`config.mk`:
```
export PLATFORM = sky130hd
export DESIGN_NAME = ooo_core
export DESIGN_NICKNAME = d
export VERILOG_FILES = /design/src/design/ooo_pkg.sv /design/src/design/ooo_core.sv /design/src/design/reorder_buffer.sv /design/src/design/mem_unit.sv /design/src/design/alu_unit.sv /design/src/design/dispatch_unit.sv
export SDC_FILE = /design/constraint.sdc
export NUM_CORES = 2
export LEC_CHECK = 0
export CAP_MARGIN = 25
export CORE_MARGIN = 1
export CORE_UTILIZATION = 50
export DETAILED_ROUTE_END_ITERATION = 10
export DONT_BUFFER_PORTS = 1
export GPL_TIMING_DRIVEN = 0
export PLACE_DENSITY = 0.68
export SYNTH_ARGS = -nofsm -noshare
export SYNTH_HDL_FRONTEND = slang
export SYNTH_SLANG_ARGS = --single-unit
```
`constraint.sdc`:
```
create_clock -name clk -period 40.3 [get_ports clk]
set_clock_uncertainty 0.15 [all_clocks]
set_input_delay 8.06 -clock clk [delete_from_list [all_inputs] [get_ports clk]]
set_output_delay 8.06 -clock clk [all_outputs]
set_load 0.1 [all_outputs]
```
`src/design/ooo_pkg.sv`:
```
/* Sizes, opcodes and bundles shared by the out-of-order core and its testbench.
   Also holds the result-bus snoop that every waiting operand goes through */
package ooo_pkg;

	localparam int XLEN          = 32;
	localparam int NUM_ARCH_REGS = 8;
	localparam int ARCH_ADDR_W   = 3;
	localparam int ROB_DEPTH     = 8;
	localparam int TAG_W         = 3;
	localparam int RS_DEPTH      = 4;
	localparam int RS_IDX_W      = 2;
	localparam int MQ_DEPTH      = 4;
	localparam int MQ_IDX_W      = 2;
	localparam int DMEM_WORDS    = 16;
	localparam int DMEM_ADDR_W   = 4;

	// First six are ALU operations
	typedef enum logic [2:0] {
		OP_ADD,
		OP_SUB,
		OP_AND,
		OP_OR,
		OP_XOR,
		OP_SLL,
		OP_LW,
		OP_SW
	} op_t;

	typedef struct packed {
		op_t                    op;
		logic [ARCH_ADDR_W-1:0] dest;
		logic [ARCH_ADDR_W-1:0] src1;
		logic [ARCH_ADDR_W-1:0] src2;
		logic                   use_imm;
		logic [XLEN-1:0]        imm;
	} decoded_t;

	// Waits on tag while ready is clear
	typedef struct packed {
		logic             ready;
		logic [TAG_W-1:0] tag;
		logic [XLEN-1:0]  value;
	} operand_t;

	typedef struct packed {
		op_t              op;
		logic [TAG_W-1:0] tag;
		logic             use_imm;
		logic [XLEN-1:0]  imm;
		operand_t         src1;
		operand_t         src2;
	} issue_t;

	typedef struct packed {
		logic             valid;
		logic [TAG_W-1:0] tag;
		logic [XLEN-1:0]  value;
	} result_t;

	typedef struct packed {
		logic                   valid;
		logic [TAG_W-1:0]       tag;
		logic                   has_dest;
		logic [ARCH_ADDR_W-1:0] dest;
		logic [XLEN-1:0]        value;
	} commit_t;

	// Capture a waiting operand from whichever bus carries its tag
	function automatic operand_t snoop(operand_t opnd, result_t a, result_t b);
		operand_t upd;
		upd = opnd;
		if (!opnd.ready && a.valid && a.tag == opnd.tag) begin
			upd.ready = 1'b1;
			upd.value = a.value;
		end else if (!opnd.ready && b.valid && b.tag == opnd.tag) begin
			upd.ready = 1'b1;
			upd.value = b.value;
		end
		return upd;
	endfunction

endpackage
```
`src/design/ooo_core.sv`:
```
/* Top level of the out-of-order core. Connects dispatch, the two execution units
   and the reorder buffer, and raises finish once the last instruction has retired */
`timescale 1ns/1ps

module ooo_core (
	input  logic                            clk,
	input  logic                            reset,
	input  logic                            inst_valid,
	input  ooo_pkg::decoded_t               inst,
	input  logic                            inst_last,
	output logic                            stall,
	output ooo_pkg::commit_t                commit,
	input  logic [ooo_pkg::ARCH_ADDR_W-1:0] arch_addr,
	output logic [ooo_pkg::XLEN-1:0]        arch_data,
	output logic                            finish
);

	logic                      rob_full;
	logic                      rob_empty;
	logic [ooo_pkg::TAG_W-1:0] rob_tail_tag;
	logic                      alloc_valid;
	logic [ooo_pkg::TAG_W-1:0] query_tag1;
	logic [ooo_pkg::TAG_W-1:0] query_tag2;
	logic                      query_done1;
	logic                      query_done2;
	logic [ooo_pkg::XLEN-1:0]  query_val1;
	logic [ooo_pkg::XLEN-1:0]  query_val2;
	logic                      alu_full;
	logic                      mem_full;
	logic                      alu_issue;
	logic                      mem_issue;
	ooo_pkg::issue_t           issue;
	ooo_pkg::result_t          alu_result;
	ooo_pkg::result_t          mem_result;
	logic                      last_seen;

	// Latches once the final instruction is accepted
	always_ff @(posedge clk or posedge reset) begin
		if (reset) begin
			last_seen <= 1'b0;
		end else if (inst_valid && !stall && inst_last) begin
			last_seen <= 1'b1;
		end
	end

	always_ff @(posedge clk or posedge reset) begin
		if (reset) begin
			finish <= 1'b0;
		end else if (last_seen && rob_empty) begin
			finish <= 1'b1;
		end
	end

	dispatch_unit dispatch0 (
		.clk          (clk),
		.reset        (reset),
		.inst_valid   (inst_valid),
		.inst         (inst),
		.stall        (stall),
		.rob_full     (rob_full),
		.rob_tail_tag (rob_tail_tag),
		.alloc_valid  (alloc_valid),
		.query_tag1   (query_tag1),
		.query_tag2   (query_tag2),
		.query_done1  (query_done1),
		.query_done2  (query_done2),
		.query_val1   (query_val1),
		.query_val2   (query_val2),
		.alu_full     (alu_full),
		.mem_full     (mem_full),
		.alu_issue    (alu_issue),
		.mem_issue    (mem_issue),
		.issue        (issue),
		.alu_result   (alu_result),
		.mem_result   (mem_result),
		.retire       (commit),
		.arch_addr    (arch_addr),
		.arch_data    (arch_data)
	);

	alu_unit alu0 (
		.clk        (clk),
		.reset      (reset),
		.alu_issue  (alu_issue),
		.issue      (issue),
		.alu_full   (alu_full),
		.alu_result (alu_result),
		.mem_result (mem_result)
	);

	mem_unit mem0 (
		.clk        (clk),
		.reset      (reset),
		.mem_issue  (mem_issue),
		.issue      (issue),
		.mem_full   (mem_full),
		.mem_result (mem_result),
		.alu_result (alu_result)
	);

	// Stores are the only operations without a destination
	reorder_buffer rob0 (
		.clk            (clk),
		.reset          (reset),
		.alloc_valid    (alloc_valid),
		.alloc_dest     (inst.dest),
		.alloc_has_dest (inst.op != ooo_pkg::OP_SW),
		.rob_tail_tag   (rob_tail_tag),
		.rob_full       (rob_full),
		.rob_empty      (rob_empty),
		.alu_result     (alu_result),
		.mem_result     (mem_result),
		.query_tag1     (query_tag1),
		.query_tag2     (query_tag2),
		.query_done1    (query_done1),
		.query_done2    (query_done2),
		.query_val1     (query_val1),
		.query_val2     (query_val2),
		.retire         (commit)
	);

endmodule

```
`src/design/reorder_buffer.sv`:
```
/* Eight-entry reorder buffer. Hands out tags at dispatch, marks entries done from
   both result buses, answers operand queries and retires the head in order */
`timescale 1ns/1ps

module reorder_buffer (
	input  logic                            clk,
	input  logic                            reset,
	input  logic                            alloc_valid,
	input  logic [ooo_pkg::ARCH_ADDR_W-1:0] alloc_dest,
	input  logic                            alloc_has_dest,
	output logic [ooo_pkg::TAG_W-1:0]       rob_tail_tag,
	output logic                            rob_full,
	output logic                            rob_empty,
	input  ooo_pkg::result_t                alu_result,
	input  ooo_pkg::result_t                mem_result,
	input  logic [ooo_pkg::TAG_W-1:0]       query_tag1,
	input  logic [ooo_pkg::TAG_W-1:0]       query_tag2,
	output logic                            query_done1,
	output logic                            query_done2,
	output logic [ooo_pkg::XLEN-1:0]        query_val1,
	output logic [ooo_pkg::XLEN-1:0]        query_val2,
	output ooo_pkg::commit_t                retire
);

	logic [ooo_pkg::ROB_DEPTH-1:0]   valid;
	logic [ooo_pkg::ROB_DEPTH-1:0]   done;
	logic [ooo_pkg::ROB_DEPTH-1:0]   has_dest;
	logic [ooo_pkg::ARCH_ADDR_W-1:0] dest  [ooo_pkg::ROB_DEPTH];
	logic [ooo_pkg::XLEN-1:0]        value [ooo_pkg::ROB_DEPTH];
	logic [ooo_pkg::TAG_W-1:0]       head;
	logic [ooo_pkg::TAG_W-1:0]       tail;
	logic [ooo_pkg::TAG_W:0]         count;
	logic                            fire;

	assign rob_tail_tag = tail;
	assign rob_full     = (count == ooo_pkg::ROB_DEPTH);
	assign rob_empty    = (count == '0);

	// Done stays set after retirement until the slot is handed out again
	assign query_done1 = done[query_tag1];
	assign query_done2 = done[query_tag2];
	assign query_val1  = value[query_tag1];
	assign query_val2  = value[query_tag2];

	assign fire = valid[head] && done[head];

	always_comb begin
		retire.valid    = fire;
		retire.tag      = head;
		retire.has_dest = has_dest[head];
		retire.dest     = dest[head];
		retire.value    = value[head];
	end

	always_ff @(posedge clk or posedge reset) begin
		if (reset) begin
			valid <= '0;
			done  <= '0;
			head  <= '0;
			tail  <= '0;
			count <= '0;
		end else begin
			if (alu_result.valid) begin
				done[alu_result.tag] <= 1'b1;
			end
			if (mem_result.valid) begin
				done[mem_result.tag] <= 1'b1;
			end
			if (fire) begin
				valid[head] <= 1'b0;
				head        <= head + 1'b1;
			end
			if (alloc_valid) begin
				valid[tail] <= 1'b1;
				done[tail]  <= 1'b0;
				tail        <= tail + 1'b1;
			end
			count <= count + (ooo_pkg::TAG_W + 1)'(alloc_valid)
				- (ooo_pkg::TAG_W + 1)'(fire);
		end
	end

	always_ff @(posedge clk) begin
		if (alu_result.valid) begin
			value[alu_result.tag] <= alu_result.value;
		end
		if (mem_result.valid) begin
			value[mem_result.tag] <= mem_result.value;
		end
		if (alloc_valid) begin
			dest[tail]     <= alloc_dest;
			has_dest[tail] <= alloc_has_dest;
		end
	end

endmodule

```
`src/design/mem_unit.sv`:
```
/* Memory unit with an in-order load/store queue and a 16-word data memory.
   The head starts once its operands are in, then address and access take a cycle each */
`timescale 1ns/1ps

module mem_unit (
	input  logic             clk,
	input  logic             reset,
	input  logic             mem_issue,
	input  ooo_pkg::issue_t  issue,
	output logic             mem_full,
	output ooo_pkg::result_t mem_result,
	input  ooo_pkg::result_t alu_result
);

	ooo_pkg::issue_t                  mq   [ooo_pkg::MQ_DEPTH];
	logic [ooo_pkg::XLEN-1:0]         dmem [ooo_pkg::DMEM_WORDS];
	logic [ooo_pkg::MQ_DEPTH-1:0]     valid;
	logic [ooo_pkg::MQ_IDX_W-1:0]     head;
	logic [ooo_pkg::MQ_IDX_W-1:0]     tail;
	logic                             start;
	logic [ooo_pkg::XLEN-1:0]         addr_sum;
	// Address stage
	logic                             s1_valid;
	logic                             s1_store;
	logic [ooo_pkg::TAG_W-1:0]        s1_tag;
	logic [ooo_pkg::DMEM_ADDR_W-1:0]  s1_addr;
	logic [ooo_pkg::XLEN-1:0]         s1_data;

	assign mem_full = valid[tail];
	// Loads arrive with src2 already marked ready
	assign start    = valid[head] && mq[head].src1.ready && mq[head].src2.ready;
	assign addr_sum = mq[head].src1.value + mq[head].imm;

	always_ff @(posedge clk or posedge reset) begin
		if (reset) begin
			valid      <= '0;
			head       <= '0;
			tail       <= '0;
			s1_valid   <= 1'b0;
			mem_result <= '0;
			for (int i = 0; i < ooo_pkg::DMEM_WORDS; i++) begin
				dmem[i] <= '0;
			end
		end else begin
			if (start) begin
				valid[head] <= 1'b0;
				head        <= head + 1'b1;
			end
			if (mem_issue) begin
				valid[tail] <= 1'b1;
				tail        <= tail + 1'b1;
			end
			s1_valid <= start;
			// A store reports value 0 in the access stage to close its ROB entry
			mem_result.valid <= s1_valid;
			mem_result.tag   <= s1_tag;
			mem_result.value <= s1_store ? '0 : dmem[s1_addr];
			if (s1_valid && s1_store) begin
				dmem[s1_addr] <= s1_data;
			end
		end
	end

	always_ff @(posedge clk) begin
		for (int i = 0; i < ooo_pkg::MQ_DEPTH; i++) begin
			mq[i].src1 <= ooo_pkg::snoop(mq[i].src1, alu_result, mem_result);
			mq[i].src2 <= ooo_pkg::snoop(mq[i].src2, alu_result, mem_result);
		end
		if (mem_issue) begin
			mq[tail] <= issue;
		end
		s1_store <= (mq[head].op == ooo_pkg::OP_SW);
		s1_tag   <= mq[head].tag;
		s1_addr  <= addr_sum[ooo_pkg::DMEM_ADDR_W-1:0];
		s1_data  <= mq[head].src2.value;
	end

endmodule

```
`src/design/alu_unit.sv`:
```
/* ALU execution unit with a four-entry reservation station.
   Entries snoop both result buses, the lowest ready entry issues each cycle */
`timescale 1ns/1ps

module alu_unit (
	input  logic             clk,
	input  logic             reset,
	input  logic             alu_issue,
	input  ooo_pkg::issue_t  issue,
	output logic             alu_full,
	output ooo_pkg::result_t alu_result,
	input  ooo_pkg::result_t mem_result
);

	ooo_pkg::issue_t                rs [ooo_pkg::RS_DEPTH];
	logic [ooo_pkg::RS_DEPTH-1:0]   valid;
	logic [ooo_pkg::RS_DEPTH-1:0]   ready;
	logic [ooo_pkg::RS_IDX_W-1:0]   free_idx;
	logic [ooo_pkg::RS_IDX_W-1:0]   sel_idx;
	logic                           sel_valid;
	ooo_pkg::issue_t                sel;
	logic [ooo_pkg::XLEN-1:0]       opb;
	logic [ooo_pkg::XLEN-1:0]       res;

	assign alu_full = &valid;

	// Walk downwards so the lowest index wins
	always_comb begin
		free_idx  = '0;
		sel_idx   = '0;
		sel_valid = 1'b0;
		for (int i = ooo_pkg::RS_DEPTH - 1; i >= 0; i--) begin
			ready[i] = valid[i] && rs[i].src1.ready && rs[i].src2.ready;
			if (!valid[i]) begin
				free_idx = ooo_pkg::RS_IDX_W'(i);
			end
			if (ready[i]) begin
				sel_idx   = ooo_pkg::RS_IDX_W'(i);
				sel_valid = 1'b1;
			end
		end
	end

	assign sel = rs[sel_idx];
	assign opb = sel.use_imm ? sel.imm : sel.src2.value;

	always_comb begin
		case (sel.op)
			ooo_pkg::OP_ADD: res = sel.src1.value + opb;
			ooo_pkg::OP_SUB: res = sel.src1.value - opb;
			ooo_pkg::OP_AND: res = sel.src1.value & opb;
			ooo_pkg::OP_OR:  res = sel.src1.value | opb;
			ooo_pkg::OP_XOR: res = sel.src1.value ^ opb;
			ooo_pkg::OP_SLL: res = sel.src1.value << opb[4:0];
			default:         res = '0;
		endcase
	end

	always_ff @(posedge clk or posedge reset) begin
		if (reset) begin
			valid      <= '0;
			alu_result <= '0;
		end else begin
			if (sel_valid) begin
				valid[sel_idx] <= 1'b0;
			end
			if (alu_issue) begin
				valid[free_idx] <= 1'b1;
			end
			alu_result.valid <= sel_valid;
			alu_result.tag   <= sel.tag;
			alu_result.value <= res;
		end
	end

	always_ff @(posedge clk) begin
		for (int i = 0; i < ooo_pkg::RS_DEPTH; i++) begin
			rs[i].src1 <= ooo_pkg::snoop(rs[i].src1, alu_result, mem_result);
			rs[i].src2 <= ooo_pkg::snoop(rs[i].src2, alu_result, mem_result);
		end
		if (alu_issue) begin
			rs[free_idx] <= issue;
		end
	end

endmodule

```
`src/design/dispatch_unit.sv`:
```
/* Rename and dispatch stage with the committed register file and status table.
   Resolves both sources, allocates a ROB tag and routes to the ALU or memory unit */
`timescale 1ns/1ps

module dispatch_unit (
	input  logic                            clk,
	input  logic                            reset,
	input  logic                            inst_valid,
	input  ooo_pkg::decoded_t               inst,
	output logic                            stall,
	input  logic                            rob_full,
	input  logic [ooo_pkg::TAG_W-1:0]       rob_tail_tag,
	output logic                            alloc_valid,
	output logic [ooo_pkg::TAG_W-1:0]       query_tag1,
	output logic [ooo_pkg::TAG_W-1:0]       query_tag2,
	input  logic                            query_done1,
	input  logic                            query_done2,
	input  logic [ooo_pkg::XLEN-1:0]        query_val1,
	input  logic [ooo_pkg::XLEN-1:0]        query_val2,
	input  logic                            alu_full,
	input  logic                            mem_full,
	output logic                            alu_issue,
	output logic                            mem_issue,
	output ooo_pkg::issue_t                 issue,
	input  ooo_pkg::result_t                alu_result,
	input  ooo_pkg::result_t                mem_result,
	input  ooo_pkg::commit_t                retire,
	input  logic [ooo_pkg::ARCH_ADDR_W-1:0] arch_addr,
	output logic [ooo_pkg::XLEN-1:0]        arch_data
);

	logic [ooo_pkg::XLEN-1:0]          regs     [ooo_pkg::NUM_ARCH_REGS];
	logic [ooo_pkg::TAG_W-1:0]         stat_tag [ooo_pkg::NUM_ARCH_REGS];
	logic [ooo_pkg::NUM_ARCH_REGS-1:0] busy;
	logic                              is_mem;
	logic                              need_src2;
	logic                              accept;

	// Register file first, then a done ROB entry, then a bus in this cycle
	function automatic ooo_pkg::operand_t lookup(
		input logic [ooo_pkg::ARCH_ADDR_W-1:0] src,
		input logic                            done,
		input logic [ooo_pkg::XLEN-1:0]        val
	);
		ooo_pkg::operand_t opnd;
		opnd.tag   = stat_tag[src];
		opnd.ready = 1'b1;
		if (!busy[src]) begin
			opnd.value = regs[src];
		end else if (done) begin
			opnd.value = val;
		end else begin
			opnd.ready = 1'b0;
			opnd.value = '0;
			opnd = ooo_pkg::snoop(opnd, alu_result, mem_result);
		end
		return opnd;
	endfunction

	assign is_mem    = (inst.op == ooo_pkg::OP_LW) || (inst.op == ooo_pkg::OP_SW);
	// Loads and immediate ALU forms never wait on src2
	assign need_src2 = (inst.op == ooo_pkg::OP_SW) || (!is_mem && !inst.use_imm);

	assign stall       = rob_full || (is_mem ? mem_full : alu_full);
	assign accept      = inst_valid && !stall;
	assign alloc_valid = accept;
	assign alu_issue   = accept && !is_mem;
	assign mem_issue   = accept && is_mem;

	assign query_tag1 = stat_tag[inst.src1];
	assign query_tag2 = stat_tag[inst.src2];
	assign arch_data  = regs[arch_addr];

	always_comb begin
		issue.op      = inst.op;
		issue.tag     = rob_tail_tag;
		issue.use_imm = inst.use_imm;
		issue.imm     = inst.imm;
		issue.src1    = lookup(inst.src1, query_done1, query_val1);
		if (need_src2) begin
			issue.src2 = lookup(inst.src2, query_done2, query_val2);
		end else begin
			issue.src2 = '{ready: 1'b1, tag: '0, value: '0};
		end
	end

	always_ff @(posedge clk or posedge reset) begin
		if (reset) begin
			busy <= '0;
			for (int i = 0; i < ooo_pkg::NUM_ARCH_REGS; i++) begin
				regs[i]     <= '0;
				stat_tag[i] <= '0;
			end
		end else begin
			if (retire.valid && retire.has_dest) begin
				regs[retire.dest] <= retire.value;
				// A younger producer keeps the register pending
				if (stat_tag[retire.dest] == retire.tag) begin
					busy[retire.dest] <= 1'b0;
				end
			end
			// New producer wins over a clear in the same cycle
			if (accept && inst.op != ooo_pkg::OP_SW) begin
				busy[inst.dest]     <= 1'b1;
				stat_tag[inst.dest] <= rob_tail_tag;
			end
		end
	end

endmodule

```
Word-level counts from Yosys, hierarchy flattened:

Memory sizes are Yosys's and may differ from the RTL's.
Cells that the tools add are included.
W data, S select, Z words.

* reductions and logical operators: 126
* shift-type cells: 1
* equality and inequality tests: 47
* multiplexer cells: 188
* order comparisons: 33
* $add $sub $neg: 9
* bitwise gates (word level): 25

Operators with widths (number)
* $mux W32: 52
* $bwmux W512: 1
* $bmux W32 S3: 3
* $bwmux W256: 1
* $pmux W32 S6: 1
* $bmux W32 S4: 1
* $demux W32 S4: 1
* $eq A3 B3 Y1: 37
* $logic_and A1 B1 Y1: 101
* $demux W32 S3: 1
* $mux W1: 70
* $mux W8: 8
* $lt A3 B4 Y1 const B: 10
* $mux W36: 1
* $add A32 B32 Y32: 1
* $and A32 B32 Y32: 1
* $mux W4: 8
* $or A32 B32 Y32: 1
* $or A8 B8 Y8: 4
* $shl A32 B5 Y32: 1
* $sub A32 B32 Y32: 1
* $xor A32 B32 Y32: 1
* $bmux W3 S3: 3
* $and A8 B8 Y8: 3
* other kinds (37): 117

* memories: 4
* memory bits (writable): 1168
* output and inout port bits: 74
* register bits: 961
* input bits: 52

Memory list
* alu0.rs: words 4, bits a word 111, read ports 5, clocked after memory_dff 0, wr ports 5, line alu_unit.sv:15 `ooo_pkg::issue_t rs [ooo_pkg::RS_DEPTH];`
* mem0.mq: words 4, bits a word 111, read ports 5, clocked after memory_dff 0, wr ports 5, line mem_unit.sv:15 `ooo_pkg::issue_t mq [ooo_pkg::MQ_DEPTH];`
* rob0.value: words 8, bits a word 32, read ports 3, clocked after memory_dff 0, wr ports 2, line reorder_buffer.sv:29 `logic [ooo_pkg::XLEN-1:0] value [ooo_pkg::ROB_DEPTH];`
* rob0.dest: words 8, bits a word 3, read ports 1, clocked after memory_dff 0, wr ports 1, line reorder_buffer.sv:28 `logic [ooo_pkg::ARCH_ADDR_W-1:0] dest [ooo_pkg::ROB_DEPTH];`

Depth between registers and ports, before layout:

* depth after elaboration: 15
* depth in mapped cells: 28

Cells and area by module:

From an unflattened synthesis, not the netlist that was laid out.

* cell total of the unflattened synthesis: 8467
* area, all modules: 108238.8 µm²

By module, submodules not included
* mem_unit: cells each 2869, times used 1, area an instance 38730.9 µm²
* alu_unit: cells each 2870, times used 1, area an instance 29570.9 µm²
* dispatch_unit: cells each 1541, times used 1, area an instance 20514.7 µm²
* reorder_buffer: cells each 1180, times used 1, area an instance 19344.8 µm²
* ooo_core: cells each 7, times used 1, area an instance 77.6 µm²

Worst setup path after synthesis:

OpenSTA, ideal clock, no wires.

* kind: in2out
* start point: input arch_addr[0] (netlist name)
* end point: output arch_data[0] (netlist name)
* arrival: 10022 ps
* cell stages on the path: 4
* setup slack: 22068 ps
* required time: 32090 ps
* path through: clkbuf_1 -> buf_1 -> mux4_2 -> mux2_2

* word-level cells in the longest chain between the ends: 4

RTL lines
* start: declaration: line ooo_core.sv:13 `input logic [ooo_pkg::ARCH_ADDR_W-1:0] arch_addr,`
* $not A3 Y4 (implied by the code): line dispatch_unit.sv:72 `assign arch_data = regs[arch_addr];`
* $bmux W32 S3: line dispatch_unit.sv:72
* $mux W32 (implied by the code) (2 in a row): line dispatch_unit.sv:72
* end: declaration: line ooo_core.sv:14 `output logic [ooo_pkg::XLEN-1:0] arch_data,`

No other way between the ends. The select of a mux whose other input is x is not followed.

Final worst setup path:

* start point: input arch_addr[0] (netlist name)
* end point: output arch_data[25] (netlist name)

Same word-level chain as after synthesis.

==> results.toml <==
[clocking]
cts_tree = "built"
post_cts_buffers = 0
post_cts_resized = 0
insertion_delay_ps = 910
clock_sinks = 1901
clk_pin_slew_ps = 50
clk_path_buf_depth = 3
cts-hold-fix-buffers = 0
cts_buffers = 204
ctsRootBufferMaster = "clkbuf_16"
cts-htree-levels = 4

[critical_path]
cp_max_fo = 10
worst_path_dominant_cell_family = "buffers and inverters"
arrival_ps = 10810
cp.required_ps = 32090
crit_path_start_kind = "input pin"
path_cells = "clkbuf_1 > buf_1 > mux4_2 > mux2_2"
cp-end-kind = "output port"
max_stage_delay_ps = 820
cp.buffers_inverters = 2
cp_slowest_cell = "buf_1"
crit_type = "input pin to output port"

[sta]
finalSetupTns_ps = 0
post-route-min-period_ps = 19020
rsz0062_at_grt = "no"
timing.final.ws_setup_ps = 21280
worst_pin_slew_ps = 1300
fmaxAchievable_ghz = 0.0526
finalSetupViolCount = 0
max_slew_margin = 0.132
maxSlewViolCount = 0
finalHoldViolCount = 0
period_share = 0.472

[route]
postRouteAntennaNets = 0
route.detailed.drc = 0
routedWlPerCell_um = 34.8
drt_first_pass_iters = 10
vias = 83000
drt-initial-drc-count = 14400
drt_wl_total_um = 423000
viasPerCell = 6.82

[floorplanning]
rows = 167
die_h_um = 460
core_area_um2 = 208000
io_pins = 126
die_w_um = 460
initial_core_util = 0.505
die_area_um2 = 212000

[placement]
dp_hpwl_um = 318000
preCtsSetupSlack_ps = 21280
io_buffers = 0
place_area_um2 = 110000
finalWeightedCongestion = 1.08
dpl.cell_count = 11700

[synthesis]
syn-num-nets = 8961
synth_seq_cells = 1901
synth_edf_count = 932
synth_area_um2 = 105000
yosysWarnings = 0
synth.yosys.seq_area_share = 0.495
synth_flop_cell = "edfxtp_1"
synth.avg_cell_area_um2 = 12.0
synthArstFlopShare = 0.480
synth_cell_types = 92
synth_cells = 8790

[global_route]
overflow = 0
antenna_found_initial = 41
grtUsageTotal = 0.393
grt_max_degree = 138
grt_pass1_wl_um = 590000
grt_pass1_vias = 79000

[min_path]
hold_class = "register to register"

[layout]
layout_commonest_cell = "mux2_2"
finalNonFillerCells = 12200
layout_common_cells = "mux2_2, nand2_1, edfxtp_1"
final_area_um2 = 118000
layout-drive-gt1-share = 0.257
nNetsFinal = 9319
syn_to_final_growth_pct = 12.0

[outcome]
status = "completed"

[flow_run]
max_cap_viol_count = 0
## registers in the layout, summed over array words and instances (netlist names), 2 cells and up
name	flops
rob0.dest	24
mem0.mem_result	36
mem0.tail	2
alu0.alu_result	36
mem0.s1_tag	3
alu0.rs	444
rob0.rob_tail_tag	3
rob0.value	256
mem0.s1_data	32
mem0.mq	216
rob0.valid	8
rob0.count	4
dispatch0.stat_tag	24
mem0.dmem	512
mem0.s1_addr	4
mem0.head	2
rob0.head	3
rob0.has_dest	8
rob0.done	8
alu0.valid	4
mem0.valid	4
dispatch0.busy	8
dispatch0.regs	256
## kinds of logic after synthesis
kind of cell,count (synthesis),share of synthesized area
muxes,1993,0.263
and+or+nand+nor,2044,0.0840
xor gates and xnor gates,180,0.0150
adders and majority gates,119,0.0144
DFF,1901,0.495
AOI/OAI and AO/OA,1530,0.0912
buffers and inverters,1023,0.0374
## worst register-to-register path, delay by kind of cell (launching register included)
family          cells  cell delay (ps)
flops               1              360
compound gates     11             3540
fa+ha+maj           1              370
buf+inv             5             3060
xor+xnor            2              310
simple gates        5             1500
## synthesized netlist by cell type (22+ instances only)
cell type  instances  area share
nor2_1           272      0.0097
buf_2             35      0.0017
dfrtp_1          913        0.22
nand2_1         1245       0.044
edfxtp_1         932        0.27
nand3_1          189      0.0090
mux2_2          1276        0.14
clkbuf_1         720       0.026
a311oi_1         135       0.011
nor3_1            33      0.0016
xnor2_1          105      0.0088
a31oi_1           22      0.0013
nor2b_1           47      0.0028
mux2i_1          225       0.021
or2_2             38      0.0023
mux4_2           489        0.10
a211oi_1          58      0.0041
a221o_1           36      0.0034
nand2b_1          24      0.0014
nand4_1           42      0.0025
and3_1            83      0.0049
o21ai_0          612       0.029
a21oi_1          317       0.015
dfxtp_1           56       0.011
xor2_1            75      0.0063
o22ai_1           31      0.0018
inv_1            155      0.0055
buf_1             97      0.0035
ha_1             116       0.014
a22oi_1          131      0.0094
## routing by layer
metal / track usage / part of all wire
met1: 0.535 / 0.38
met2: 0.559 / 0.42
met3: 0.130 / 0.14
met4: 0.201 / 0.060
met5: 0.00482 / 0.00039
## stage by stage
step | util | hold slack [ps]
3_5_place_dp | 0.530 | 171
3_3_place_gp | 0.522 | 173
5_1_grt | 0.565 | 187
2_1_floorplan | - | 166
4_1_cts | 0.564 | 182
6_report | 0.566 | 180
## path summary, 6_finish.rpt
| path | cells past startpoint | endpoint | start | slack [ps] |
|---|---|---|---|---|
| min reg2reg | 0 | mem0.mem_result[33] | mem0.s1_tag[1] | 180 |
| min in group asynchronous | 1 | rob0.head[0] | reset | 6950 |
| min | 0 | mem0.mem_result[33] | mem0.s1_tag[1] | 180 |
| max | 4 | arch_data[25] | arch_addr[0] | 21280 |
| max reg2reg | 24 | alu0.alu_result[30] | alu0.valid[1] | 30810 |
| max in group asynchronous | 5 | mem0.dmem[183] | reset | 30180 |
## cell type report
type	instances	area, µm²
Inverter	163	622
Timing Repair Buffer	152	1770
Antenna cell	41	103
Sequential cell	1901	52000
Buffer	860	3320
Multi-Input combinational cell	5866	49300
Clock inverter	85	996
Clock buffer	301	6010
Tap cell	2788	3490
Fill cell	17300	90300
Power is left out: the tool's default activity adds up to more than one toggle a clock period on the data nets, which glitch-free logic cannot reach.
